`src/include/x86_exec_macros.svh`:
```
`ifndef X86_EXEC_MACROS_SVH
`define X86_EXEC_MACROS_SVH

// Architectural data width
`define X86_WORD_W 32

// EFLAGS bit positions
`define X86_EFLAGS_CF 0
`define X86_EFLAGS_PF 2
`define X86_EFLAGS_AF 4
`define X86_EFLAGS_ZF 6
`define X86_EFLAGS_SF 7
`define X86_EFLAGS_DF 10
`define X86_EFLAGS_OF 11

// First fetch address out of reset
`define X86_RESET_EIP 32'h0000_1000

// Reserved bit 1 always reads as one
`define X86_RESET_EFLAGS 32'h0000_0002

`endif

```
`src/hw/x86_exec_pkg.sv`:
```
`include "x86_exec_macros.svh"

package x86_exec_pkg;

  // Plain vectors with a meaning
  typedef logic [`X86_WORD_W-1:0] word_t;
  typedef logic [`X86_WORD_W-1:0] eflags_t;
  typedef logic [3:0]             ilen_t;

  // One value per supported command
  typedef enum logic [6:0] {
    cmd_nop,
    // ALU
    cmd_add, cmd_adc, cmd_inc, cmd_sub, cmd_sbb, cmd_dec, cmd_cmp,
    cmd_and, cmd_test, cmd_or, cmd_xor, cmd_not,
    cmd_shl, cmd_shr, cmd_rol, cmd_ror,
    // Stack and ECX adjusts
    cmd_push, cmd_pop, cmd_callr, cmd_calli, cmd_ret,
    cmd_loop, cmd_loope, cmd_loopne,
    // Moves
    cmd_mov, cmd_lea, cmd_movsx, cmd_movzx, cmd_xchg,
    // Flag manipulation
    cmd_stc, cmd_clc, cmd_std, cmd_cld, cmd_lahf, cmd_sahf,
    // Branches
    cmd_jmp, cmd_jz, cmd_jnz, cmd_jecxz
  } cmd_e;

  // Condensed view of the arithmetic flags plus DF
  typedef struct packed {
    logic df;
    logic af;
    logic cf;
    logic pf;
    logic zf;
    logic sf;
    logic of;
  } status_t;

  typedef enum logic [3:0] {
    alu_add, alu_sub, alu_and, alu_or, alu_xor,
    alu_shl, alu_shr, alu_rol, alu_ror, alu_none
  } alu_op_e;

  typedef struct packed {
    alu_op_e op;
    logic    src_inv;     // Invert second operand
    logic    use_carry;   // Fold CF into the adder
    logic    keep_cf;     // INC and DEC leave CF alone
    logic    no_flags;    // Result only
    logic    clear_cf_of; // Logic ops clear CF, OF and AF
  } alu_cntl_t;

  // Decoded instruction
  typedef struct packed {
    cmd_e  opc;
    word_t opnd0;
    word_t opnd1;
    word_t opnd2;
    ilen_t instr_len;
    logic  ecx_is_zero;
  } exec_req_t;

  // Write-back bundle
  typedef struct packed {
    word_t   opnd0_w;
    word_t   opnd1_w;
    eflags_t eflags;
    word_t   next_eip;
  } exec_res_t;

endpackage

```
`src/hw/alu.sv`:
```
`timescale 1ns/100ps
`include "x86_exec_macros.svh"

module alu (
  input  x86_exec_pkg::alu_cntl_t cntl,
  input  x86_exec_pkg::status_t   status_in,
  input  x86_exec_pkg::word_t     opnd0,
  input  x86_exec_pkg::word_t     opnd1,
  output x86_exec_pkg::word_t     result,
  output x86_exec_pkg::status_t   status_out
);
  import x86_exec_pkg::*;

  word_t                opnd_b;
  logic                 is_sub;
  logic                 carry_in;
  logic [`X86_WORD_W:0] sum;
  logic                 carry4;
  logic [4:0]           shamt;
  logic [5:0]           shamt_inv;
  logic [`X86_WORD_W:0] shl_ext;
  logic [`X86_WORD_W:0] shr_ext;
  word_t                rol_res;
  word_t                ror_res;
  logic                 res_zf;
  logic                 res_sf;
  logic                 res_pf;

  assign is_sub = (cntl.op == alu_sub);
  assign opnd_b = cntl.src_inv ? ~opnd1 : opnd1;

  // Subtract is a + ~b + 1, SBB drops the +1 when CF is set
  assign carry_in = is_sub ? ~(cntl.use_carry & status_in.cf)
                           : (cntl.use_carry & status_in.cf);

  assign sum = {1'b0, opnd0} + {1'b0, opnd_b} + {{`X86_WORD_W{1'b0}}, carry_in};

  // Carry into bit 4
  assign carry4 = opnd0[4] ^ opnd_b[4] ^ sum[4];

  // Shift count is five bits wide
  assign shamt     = opnd1[4:0];
  assign shamt_inv = 6'd32 - {1'b0, shamt};

  // Extra bit catches the last bit shifted out
  assign shl_ext = {1'b0, opnd0} << shamt;
  assign shr_ext = {opnd0, 1'b0} >> shamt;
  assign rol_res = (opnd0 << shamt) | (opnd0 >> shamt_inv);
  assign ror_res = (opnd0 >> shamt) | (opnd0 << shamt_inv);

  always_comb begin
    case (cntl.op)
      alu_add, alu_sub: result = sum[`X86_WORD_W-1:0];
      alu_and:          result = opnd0 & opnd_b;
      alu_or:           result = opnd0 | opnd_b;
      alu_xor:          result = opnd0 ^ opnd_b;
      alu_shl:          result = shl_ext[`X86_WORD_W-1:0];
      alu_shr:          result = shr_ext[`X86_WORD_W:1];
      alu_rol:          result = rol_res;
      alu_ror:          result = ror_res;
      default:          result = opnd0;
    endcase
  end

  // Result-derived flags, PF looks at the low byte only
  assign res_zf = (result == '0);
  assign res_sf = result[`X86_WORD_W-1];
  assign res_pf = ~^result[7:0];

  always_comb begin
    status_out = status_in;
    if (!cntl.no_flags) begin
      case (cntl.op)
        alu_add, alu_sub: begin
          // CF is a borrow for subtract
          status_out.cf = cntl.keep_cf ? status_in.cf : (is_sub ? ~sum[`X86_WORD_W] : sum[`X86_WORD_W]);
          status_out.af = is_sub ? ~carry4 : carry4;
          // Same sign in, different sign out
          status_out.of = (opnd0[`X86_WORD_W-1] == opnd_b[`X86_WORD_W-1]) &
                          (result[`X86_WORD_W-1] ^ opnd0[`X86_WORD_W-1]);
          status_out.zf = res_zf;
          status_out.sf = res_sf;
          status_out.pf = res_pf;
        end
        alu_and, alu_or, alu_xor: begin
          status_out.zf = res_zf;
          status_out.sf = res_sf;
          status_out.pf = res_pf;
          if (cntl.clear_cf_of) begin
            status_out.cf = 1'b0;
            status_out.of = 1'b0;
            status_out.af = 1'b0;
          end
        end
        alu_shl, alu_shr: begin
          // Zero count leaves flags alone, OF and AF kept
          if (shamt != '0) begin
            status_out.cf = (cntl.op == alu_shl) ? shl_ext[`X86_WORD_W] : shr_ext[0];
            status_out.zf = res_zf;
            status_out.sf = res_sf;
            status_out.pf = res_pf;
          end
        end
        alu_rol: begin
          if (shamt != '0) status_out.cf = rol_res[0];
        end
        alu_ror: begin
          if (shamt != '0) status_out.cf = ror_res[`X86_WORD_W-1];
        end
        default: ;
      endcase
    end
  end

endmodule

```
`src/hw/meta_unit.sv`:
```
`timescale 1ns/100ps

module meta_unit (
  input  x86_exec_pkg::cmd_e    opc,
  input  x86_exec_pkg::word_t   opnd,
  input  x86_exec_pkg::status_t status_in,
  output x86_exec_pkg::status_t status_out,
  output x86_exec_pkg::word_t   ah_result
);
  import x86_exec_pkg::*;

  // AH image is SF ZF 0 AF 0 PF 1 CF
  assign ah_result = {opnd[31:16],
                      status_in.sf, status_in.zf, 1'b0, status_in.af,
                      1'b0, status_in.pf, 1'b1, status_in.cf,
                      opnd[7:0]};

  always_comb begin
    status_out = status_in;
    case (opc)
      cmd_stc: status_out.cf = 1'b1;
      cmd_clc: status_out.cf = 1'b0;
      cmd_std: status_out.df = 1'b1;
      cmd_cld: status_out.df = 1'b0;
      cmd_sahf: begin
        // OF and DF are outside AH
        status_out.sf = opnd[15];
        status_out.zf = opnd[14];
        status_out.af = opnd[12];
        status_out.pf = opnd[10];
        status_out.cf = opnd[8];
      end
      // LAHF only reads flags
      default: ;
    endcase
  end

endmodule

```
`src/hw/cfu.sv`:
```
`timescale 1ns/100ps
`include "x86_exec_macros.svh"

module cfu (
  input  x86_exec_pkg::cmd_e    opc,
  input  x86_exec_pkg::eflags_t eflags,
  input  x86_exec_pkg::word_t   eip,
  input  x86_exec_pkg::ilen_t   instr_len,
  input  x86_exec_pkg::word_t   target,
  input  logic                  ecx_is_zero,
  output x86_exec_pkg::word_t   next_eip
);
  import x86_exec_pkg::*;

  logic  zf;
  logic  taken;
  word_t fall_through;

  assign zf = eflags[`X86_EFLAGS_ZF];

  always_comb begin
    case (opc)
      // Unconditional transfers
      cmd_jmp, cmd_callr, cmd_calli, cmd_ret: taken = 1'b1;
      cmd_jz:     taken = zf;
      cmd_jnz:    taken = ~zf;
      cmd_jecxz:  taken = ecx_is_zero;
      // ECX already decremented here
      cmd_loop:   taken = ~ecx_is_zero;
      cmd_loope:  taken = ~ecx_is_zero & zf;
      cmd_loopne: taken = ~ecx_is_zero & ~zf;
      default:    taken = 1'b0;
    endcase
  end

  // Sequential path skips the current instruction
  assign fall_through = eip + word_t'(instr_len);

  assign next_eip = taken ? target : fall_through;

endmodule

```
`src/hw/execute.sv`:
```
`timescale 1ns/100ps
`include "x86_exec_macros.svh"

module execute (
  input  x86_exec_pkg::exec_req_t req,
  input  x86_exec_pkg::eflags_t   eflags,
  input  x86_exec_pkg::word_t     eip,
  output x86_exec_pkg::exec_res_t next_res
);
  import x86_exec_pkg::*;

  alu_cntl_t cntl;
  status_t   cur_status;
  status_t   alu_status;
  status_t   meta_status;
  word_t     alu_a;
  word_t     alu_b;
  word_t     alu_result;
  word_t     ah_word;
  word_t     cfu_eip;
  logic      is_loop;
  logic      is_adjust;
  logic      is_alu;
  logic      is_move;
  logic      is_meta;
  logic      no_wr;
  logic      ecx_zero_eff;

  // Overlay a status vector on the current EFLAGS
  function automatic eflags_t merge_status(eflags_t base, status_t st);
    eflags_t f;
    f = base;
    f[`X86_EFLAGS_CF] = st.cf;
    f[`X86_EFLAGS_PF] = st.pf;
    f[`X86_EFLAGS_AF] = st.af;
    f[`X86_EFLAGS_ZF] = st.zf;
    f[`X86_EFLAGS_SF] = st.sf;
    f[`X86_EFLAGS_DF] = st.df;
    f[`X86_EFLAGS_OF] = st.of;
    return f;
  endfunction

  assign cur_status = '{df: eflags[`X86_EFLAGS_DF], af: eflags[`X86_EFLAGS_AF],
                        cf: eflags[`X86_EFLAGS_CF], pf: eflags[`X86_EFLAGS_PF],
                        zf: eflags[`X86_EFLAGS_ZF], sf: eflags[`X86_EFLAGS_SF],
                        of: eflags[`X86_EFLAGS_OF]};

  // Command classes
  assign is_loop   = req.opc inside {cmd_loop, cmd_loope, cmd_loopne};
  assign is_adjust = is_loop || (req.opc inside {cmd_push, cmd_pop, cmd_callr, cmd_calli,
                                                 cmd_ret});
  assign is_move   = req.opc inside {cmd_mov, cmd_lea, cmd_movsx, cmd_movzx, cmd_xchg};
  assign is_meta   = req.opc inside {cmd_stc, cmd_clc, cmd_std, cmd_cld, cmd_lahf, cmd_sahf};
  // CMP and TEST only leave flags behind
  assign no_wr     = req.opc inside {cmd_cmp, cmd_test};

  always_comb begin
    case (req.opc)
      cmd_add, cmd_adc, cmd_inc, cmd_pop, cmd_ret: cntl.op = alu_add;
      cmd_sub, cmd_sbb, cmd_dec, cmd_cmp,
      cmd_push, cmd_callr, cmd_calli,
      cmd_loop, cmd_loope, cmd_loopne:             cntl.op = alu_sub;
      cmd_and, cmd_test:                           cntl.op = alu_and;
      cmd_or:                                      cntl.op = alu_or;
      cmd_xor, cmd_not:                            cntl.op = alu_xor;
      cmd_shl:                                     cntl.op = alu_shl;
      cmd_shr:                                     cntl.op = alu_shr;
      cmd_rol:                                     cntl.op = alu_rol;
      cmd_ror:                                     cntl.op = alu_ror;
      default:                                     cntl.op = alu_none;
    endcase
    // NOT is XOR against an inverted zero
    cntl.src_inv     = (cntl.op == alu_sub) || (req.opc == cmd_not);
    cntl.use_carry   = req.opc inside {cmd_adc, cmd_sbb};
    cntl.keep_cf     = req.opc inside {cmd_inc, cmd_dec};
    cntl.no_flags    = is_adjust || (req.opc == cmd_not);
    cntl.clear_cf_of = req.opc inside {cmd_and, cmd_test, cmd_or, cmd_xor};
  end

  // Adjusts run inside the ALU but are not ALU results
  assign is_alu = (cntl.op != alu_none) && !is_adjust;

  // Adjusts shift the operands down, ESP or ECX in opnd1 and the step in opnd2
  always_comb begin
    alu_a = is_adjust ? req.opnd1 : req.opnd0;
    if (is_adjust)           alu_b = req.opnd2;
    else if (cntl.keep_cf)   alu_b = word_t'(1);
    else if (req.opc == cmd_not) alu_b = '0;
    else                     alu_b = req.opnd1;
  end

  alu alu_i (
    .cntl       (cntl),
    .status_in  (cur_status),
    .opnd0      (alu_a),
    .opnd1      (alu_b),
    .result     (alu_result),
    .status_out (alu_status)
  );

  meta_unit meta_unit_i (
    .opc        (req.opc),
    .opnd       (req.opnd0),
    .status_in  (cur_status),
    .status_out (meta_status),
    .ah_result  (ah_word)
  );

  // LOOPcc tests the decremented ECX
  assign ecx_zero_eff = is_loop ? (alu_result == '0) : req.ecx_is_zero;

  cfu cfu_i (
    .opc         (req.opc),
    .eflags      (eflags),
    .eip         (eip),
    .instr_len   (req.instr_len),
    .target      (req.opnd0),
    .ecx_is_zero (ecx_zero_eff),
    .next_eip    (cfu_eip)
  );

  always_comb begin
    // First write operand
    if (is_alu && !no_wr) begin
      next_res.opnd0_w = alu_result;
    end else if (is_move) begin
      case (req.opc)
        cmd_movsx: next_res.opnd0_w = {{24{req.opnd1[7]}}, req.opnd1[7:0]};
        cmd_movzx: next_res.opnd0_w = {24'b0, req.opnd1[7:0]};
        // MOV, LEA and XCHG all take opnd1
        default:   next_res.opnd0_w = req.opnd1;
      endcase
    end else if (req.opc == cmd_lahf) begin
      next_res.opnd0_w = ah_word;
    end else begin
      next_res.opnd0_w = req.opnd0;
    end

    // Second write operand, ESP or ECX for adjusts
    if (is_adjust)                next_res.opnd1_w = alu_result;
    else if (req.opc == cmd_xchg) next_res.opnd1_w = req.opnd0;
    else                          next_res.opnd1_w = req.opnd1;

    // Only ALU and meta unit touch flags
    if (is_alu)       next_res.eflags = merge_status(eflags, alu_status);
    else if (is_meta) next_res.eflags = merge_status(eflags, meta_status);
    else              next_res.eflags = eflags;

    next_res.next_eip = cfu_eip;
  end

endmodule

```
`src/hw/arch_state.sv`:
```
`timescale 1ns/100ps
`include "x86_exec_macros.svh"

module arch_state (
  input  logic                    clk,
  input  logic                    arst_n,
  input  logic                    instr_valid,
  input  x86_exec_pkg::exec_res_t next_res,
  output x86_exec_pkg::eflags_t   eflags,
  output x86_exec_pkg::word_t     eip,
  output logic                    res_valid,
  output x86_exec_pkg::exec_res_t res
);

  // One-cycle pulse after each strobe
  always_ff @(posedge clk or negedge arst_n) begin
    if (!arst_n) begin
      res_valid <= 1'b0;
    end else begin
      res_valid <= instr_valid;
    end
  end

  // Architectural EFLAGS and EIP feed the next instruction
  always_ff @(posedge clk or negedge arst_n) begin
    if (!arst_n) begin
      eflags <= `X86_RESET_EFLAGS;
      eip    <= `X86_RESET_EIP;
    end else if (instr_valid) begin
      eflags <= next_res.eflags;
      eip    <= next_res.next_eip;
    end
  end

  // Result register, held between strobes
  always_ff @(posedge clk or negedge arst_n) begin
    if (!arst_n) begin
      res <= '0;
    end else if (instr_valid) begin
      res <= next_res;
    end
  end

endmodule

```
`src/hw/x86_exec_top.sv`:
```
`timescale 1ns/100ps

module x86_exec_top (
  input  logic                    clk,
  input  logic                    arst_n,
  input  logic                    instr_valid,
  input  x86_exec_pkg::exec_req_t req,
  output logic                    res_valid,
  output x86_exec_pkg::exec_res_t res,
  output x86_exec_pkg::eflags_t   eflags,
  output x86_exec_pkg::word_t     eip
);
  import x86_exec_pkg::*;

  eflags_t   cur_eflags;
  word_t     cur_eip;
  exec_res_t next_res;

  arch_state arch_state_i (
    .clk         (clk),
    .arst_n      (arst_n),
    .instr_valid (instr_valid),
    .next_res    (next_res),
    .eflags      (cur_eflags),
    .eip         (cur_eip),
    .res_valid   (res_valid),
    .res         (res)
  );

  // Committed state closes the loop through execute
  execute execute_i (
    .req      (req),
    .eflags   (cur_eflags),
    .eip      (cur_eip),
    .next_res (next_res)
  );

  assign eflags = cur_eflags;
  assign eip    = cur_eip;

endmodule

```
`config.mk`:
```
export PLATFORM = sky130hd
export DESIGN_NAME = x86_exec_top
export DESIGN_NICKNAME = d
export VERILOG_FILES = /design/src/hw/x86_exec_pkg.sv /design/src/hw/alu.sv /design/src/hw/meta_unit.sv /design/src/hw/cfu.sv /design/src/hw/execute.sv /design/src/hw/arch_state.sv /design/src/hw/x86_exec_top.sv
export VERILOG_INCLUDE_DIRS = /design/src /design/src/include
export SDC_FILE = /design/constraint.sdc
export NUM_CORES = 1
export LEC_CHECK = 0
export ABC_AREA = 1
export BUFFER_PORTS_ARGS = -buffer_cell sky130_fd_sc_hd__buf_4
export CORE_ASPECT_RATIO = 0.5
export CORE_MARGIN = 5
export CORE_UTILIZATION = 35
export CTS_BUF_LIST = sky130_fd_sc_hd__clkbuf_4 sky130_fd_sc_hd__clkbuf_8 sky130_fd_sc_hd__clkbuf_16
export DETAILED_ROUTE_END_ITERATION = 8
export HOLD_SLACK_MARGIN = 0.08
export PLACE_DENSITY = 0.63
export SKIP_CTS_REPAIR_TIMING = 1
export SLEW_MARGIN = 15
export SYNTH_ARGS = -nofsm -noshare
export SYNTH_HDL_FRONTEND = slang
export SYNTH_SLANG_ARGS = --single-unit
```
`constraint.sdc`:
```
create_clock -name clk -period 6.3 [get_ports clk]
set_input_delay 0 -clock clk [delete_from_list [all_inputs] [get_ports clk]]
set_output_delay 0 -clock clk [all_outputs]
set_load 0.01 [all_outputs]
```
==> impl_metrics.py <==
metrics = {
    "power": {
        "seqPwrFrac_pct": 19.3,
        "power_frac_clock_pct": 10.8,
        "combinationalPowerShare_pct": 69.9,
        "p_sw_w": 0.00296,
        "p_int_w": 0.00240,
        "swShare_pct": 55.2,
        "vdd_drop_max_v": 0.000122,
        "totalPowerFinal_w": 0.00536,
        "leakagePower_nw": 12.3,
        "powerDensity_nw_per_um2": 224,
    },
    "finish": {
        "multi_input_area_um2": 14400,
        "fillers": 6207,
        "final_nets": 4023,
        "drive_above_1_share_pct": 16.3,
        "area_delta_synth_final_pct": 21.8,
        "fin_cells": 4596,
        "regArea_um2": 2660,
    },
    "synth": {
        "async_flop_share_pct": 100,
        "synthTopCellsByCount": "1121 x nand2_1, 622 x nand3_1, 261 x inv_1, 213 x o21ai_0, 188 x nor2_1",
        "yosys_register_bits": 106,
        "synth-edff-count": 0,
        "yosys-top-cells-area": "nand2_1 21%, nand3_1 16%, dfrtp_1 13%",
        "ys.flop_type": "dfrtp_1",
        "synth_top_area_cell": "nand2_1",
        "syn_area_um2": 19600,
        "synth_cell_types": 65,
        "yosysMostFrequentCell": "nand2_1",
        "seq_area_frac_synth_pct": 13.5,
        "synth.top_cell.area_share_pct": 21.5,
        "synth_warnings": 0,
        "postSynthCellCount": 3515,
        "syn_area_per_cell_um2": 5.58,
    },
    "timing": {
        "tns_ns": 0,
        "post-route-period-util_pct": 98.0,
        "maxSlewViolCount": 0,
        "worst_clock_skew_ns": 0.0163,
        "slew_headroom_pct": 15.8,
        "finalHoldViolCount": 0,
        "min_period_ns": 6.17,
        "timing.fmax_mhz": 162,
        "setup_ws_ns": 0.129,
        "setup_violations": 0,
        "worst_slew_pin_slew_ns": 1.25,
        "rsz0062_at_grt": "no",
    },
    "worst_setup_path": {
        "crit_path_start_kind": "register",
        "crit_path_max_fanout": 11,
        "critPathArrivalTime_ns": 6.48,
        "critPathKind": "register to register",
        "crit_required_ns": 6.61,
        "end_kind": "register",
        "worst-r2r-cell-count": 27,
    },
    "routing": {
        "wl_per_cell_um": 30.0,
        "postRouteAntennaNets": 0,
        "drc": 0,
        "finalWirelength_mm": 138,
        "viasPerCell": 6.19,
        "drtIter0Drc": 4505,
        "vias": 28500,
        "drt_pre_antenna_iters": 7,
    },
    "clocking": {
        "clkLatencyLatePin_ns": 0.37,
        "path_clk_slew_ns": 0.09,
        "cts_sinks": 106,
        "tritoncts": "done",
        "cts_buffers": 9,
        "h-tree-depth": 3,
        "cts_root_buf": "clkbuf_16",
        "cts_buffer_depth": 2,
    },
    "floorplanning": {
        "ioPinCount": 304,
        "die-area_um2": 61100,
        "start_util_pct": 35.3,
        "core_um2": 55500,
        "die_w_um": 345,
        "dieHeight_um": 177,
        "row_count": 61,
    },
    "placed_design": {
        "dp_hpwl_mm": 111,
        "place.gp.congestion": 1.11,
        "io_buffers": 254,
        "place_worst_setup_slack_ns": 0.0705,
        "placed_cells": 4554,
    },
    "global_route": {
        "grtUsageTotal_pct": 43.1,
        "grt_pass1_vias": 25300,
        "grt_pass1_wl_mm": 190,
        "overflow": 0,
        "antenna_found_initial": 7,
        "grt_max_degree": 102,
    },
    "worst_hold_path": {
        "hold_path_class": "primary input to register",
        "hold_path_depth": 5,
    },
    "status": {
        "status": "complete, no violations",
    },
    "job": {
        "drv_cap": 0,
    },
}
-- sequential cells by signal (all words and copies together) (netlist names) --
| signal | count |
|---|---|
| arch_state_i.res_valid | 1 |
| arch_state_i.eip | 1 |
| arch_state_i.eflags | 6 |
| arch_state_i.res | 98 |
-- layer usage --
metal  wire length (um)  global-route usage (%)  vias up  part of all wire (%)
met1              58200                    61.4    13600                    42
met3              19300                    13.5      325                    14
met4               5740                    14.8       16                   4.2
met2              54500                    60.9     2224                    40
li1                   -                       -    12300                     -
met5                 95                       0        -                 0.069
-- power by group through the flow --
stage	Sequential (W)	Clock [W]	Combinational, W
6_report	0.00103	0.000578	0.00374
5_1_grt	0.00105	0.000607	0.00394
4_1_cts	0.00103	0.000580	0.00358
3_5_place_dp	0.00103	0	0.00357
3_3_place_gp	0.00103	0	0.00359
2_1_floorplan	0.00102	0	0.00193
-- area by class of cell --
class / instances / area share (%)
well taps: 756 / 3.96
flip-flops and latches: 106 / 11.1
clock inverters: 5 / 0.189
diodes: 2 / 0.0210
multi-input cells: 2866 / 60.4
inverters: 301 / 4.75
clock buffers: 10 / 0.975
repair buffers: 550 / 18.5
-- placed cells by master, fill, tap and decap left out, types with 61 or more instances in the layout --
master	n
a21oi_1	169
buf_4	506
dfrtp_1	104
ha_1	74
inv_1	259
nand2_1	1119
nand3_1	622
nand4_1	61
nor2_1	186
o21ai_0	213
-- critical path: stages (launching register included) --
cell,delay [ns]
dfrtp_2,0.50
inv_1,0.17
a211oi_1,0.30
buf_4,0.19
xnor2_1,0.29
fa_1,0.56
fa_1,0.53
or2_2,0.33
nand3_1,0.08
o21ai_0,0.08
a211oi_1,0.38
o2111ai_1,0.20
a31oi_1,0.25
o31ai_1,0.18
o21ai_0,0.24
ha_1,0.22
nand2_1,0.06
nor2_1,0.17
buf_4,0.19
nand3_1,0.09
nor2_1,0.10
nand3_1,0.13
o21bai_4,0.27
nand3_4,0.12
buf_4,0.21
nand2_1,0.08
nand3_1,0.09
nand2_1,0.09
-- stage by stage --
stage	hold slack, ns	utilization (%)	instance area (um^2)
after CTS	-0.316	42.6	23600
final	0.00809	43.0	23900
after global routing	0.0813	43.0	23900
after global placement	0.0822	42.1	23300
after floorplan	-0.296	-	19800
after detailed placement	0.0809	42.1	23300
-- kinds of logic after synthesis --
logic type | after synthesis | synth area share [%]
flops | 106 | 13.5
other cells | 2 | 0.0383
buf+inv | 590 | 14.0
fa+ha+maj | 78 | 5.09
compound gates | 605 | 18.8
xor+xnor | 71 | 3.17
simple gates | 2063 | 45.4
-- worst paths after layout --
check	from	to	slack (ns)
max	arch_state_i.eflags[0]	arch_state_i.eip[12]	0.13
min	req[41]	arch_state_i.res[68]	0.008
max reg2reg	arch_state_i.eflags[0]	arch_state_i.eip[12]	0.13
min reg2reg	arch_state_i.res[112]	arch_state_i.res[112]	0.50
max in group asynchronous	arst_n	arch_state_i.eflags[0]	4.75
min in group asynchronous	arst_n	arch_state_i.res[4]	0.22
No activity file was read; power rests on OpenSTA's default activity.
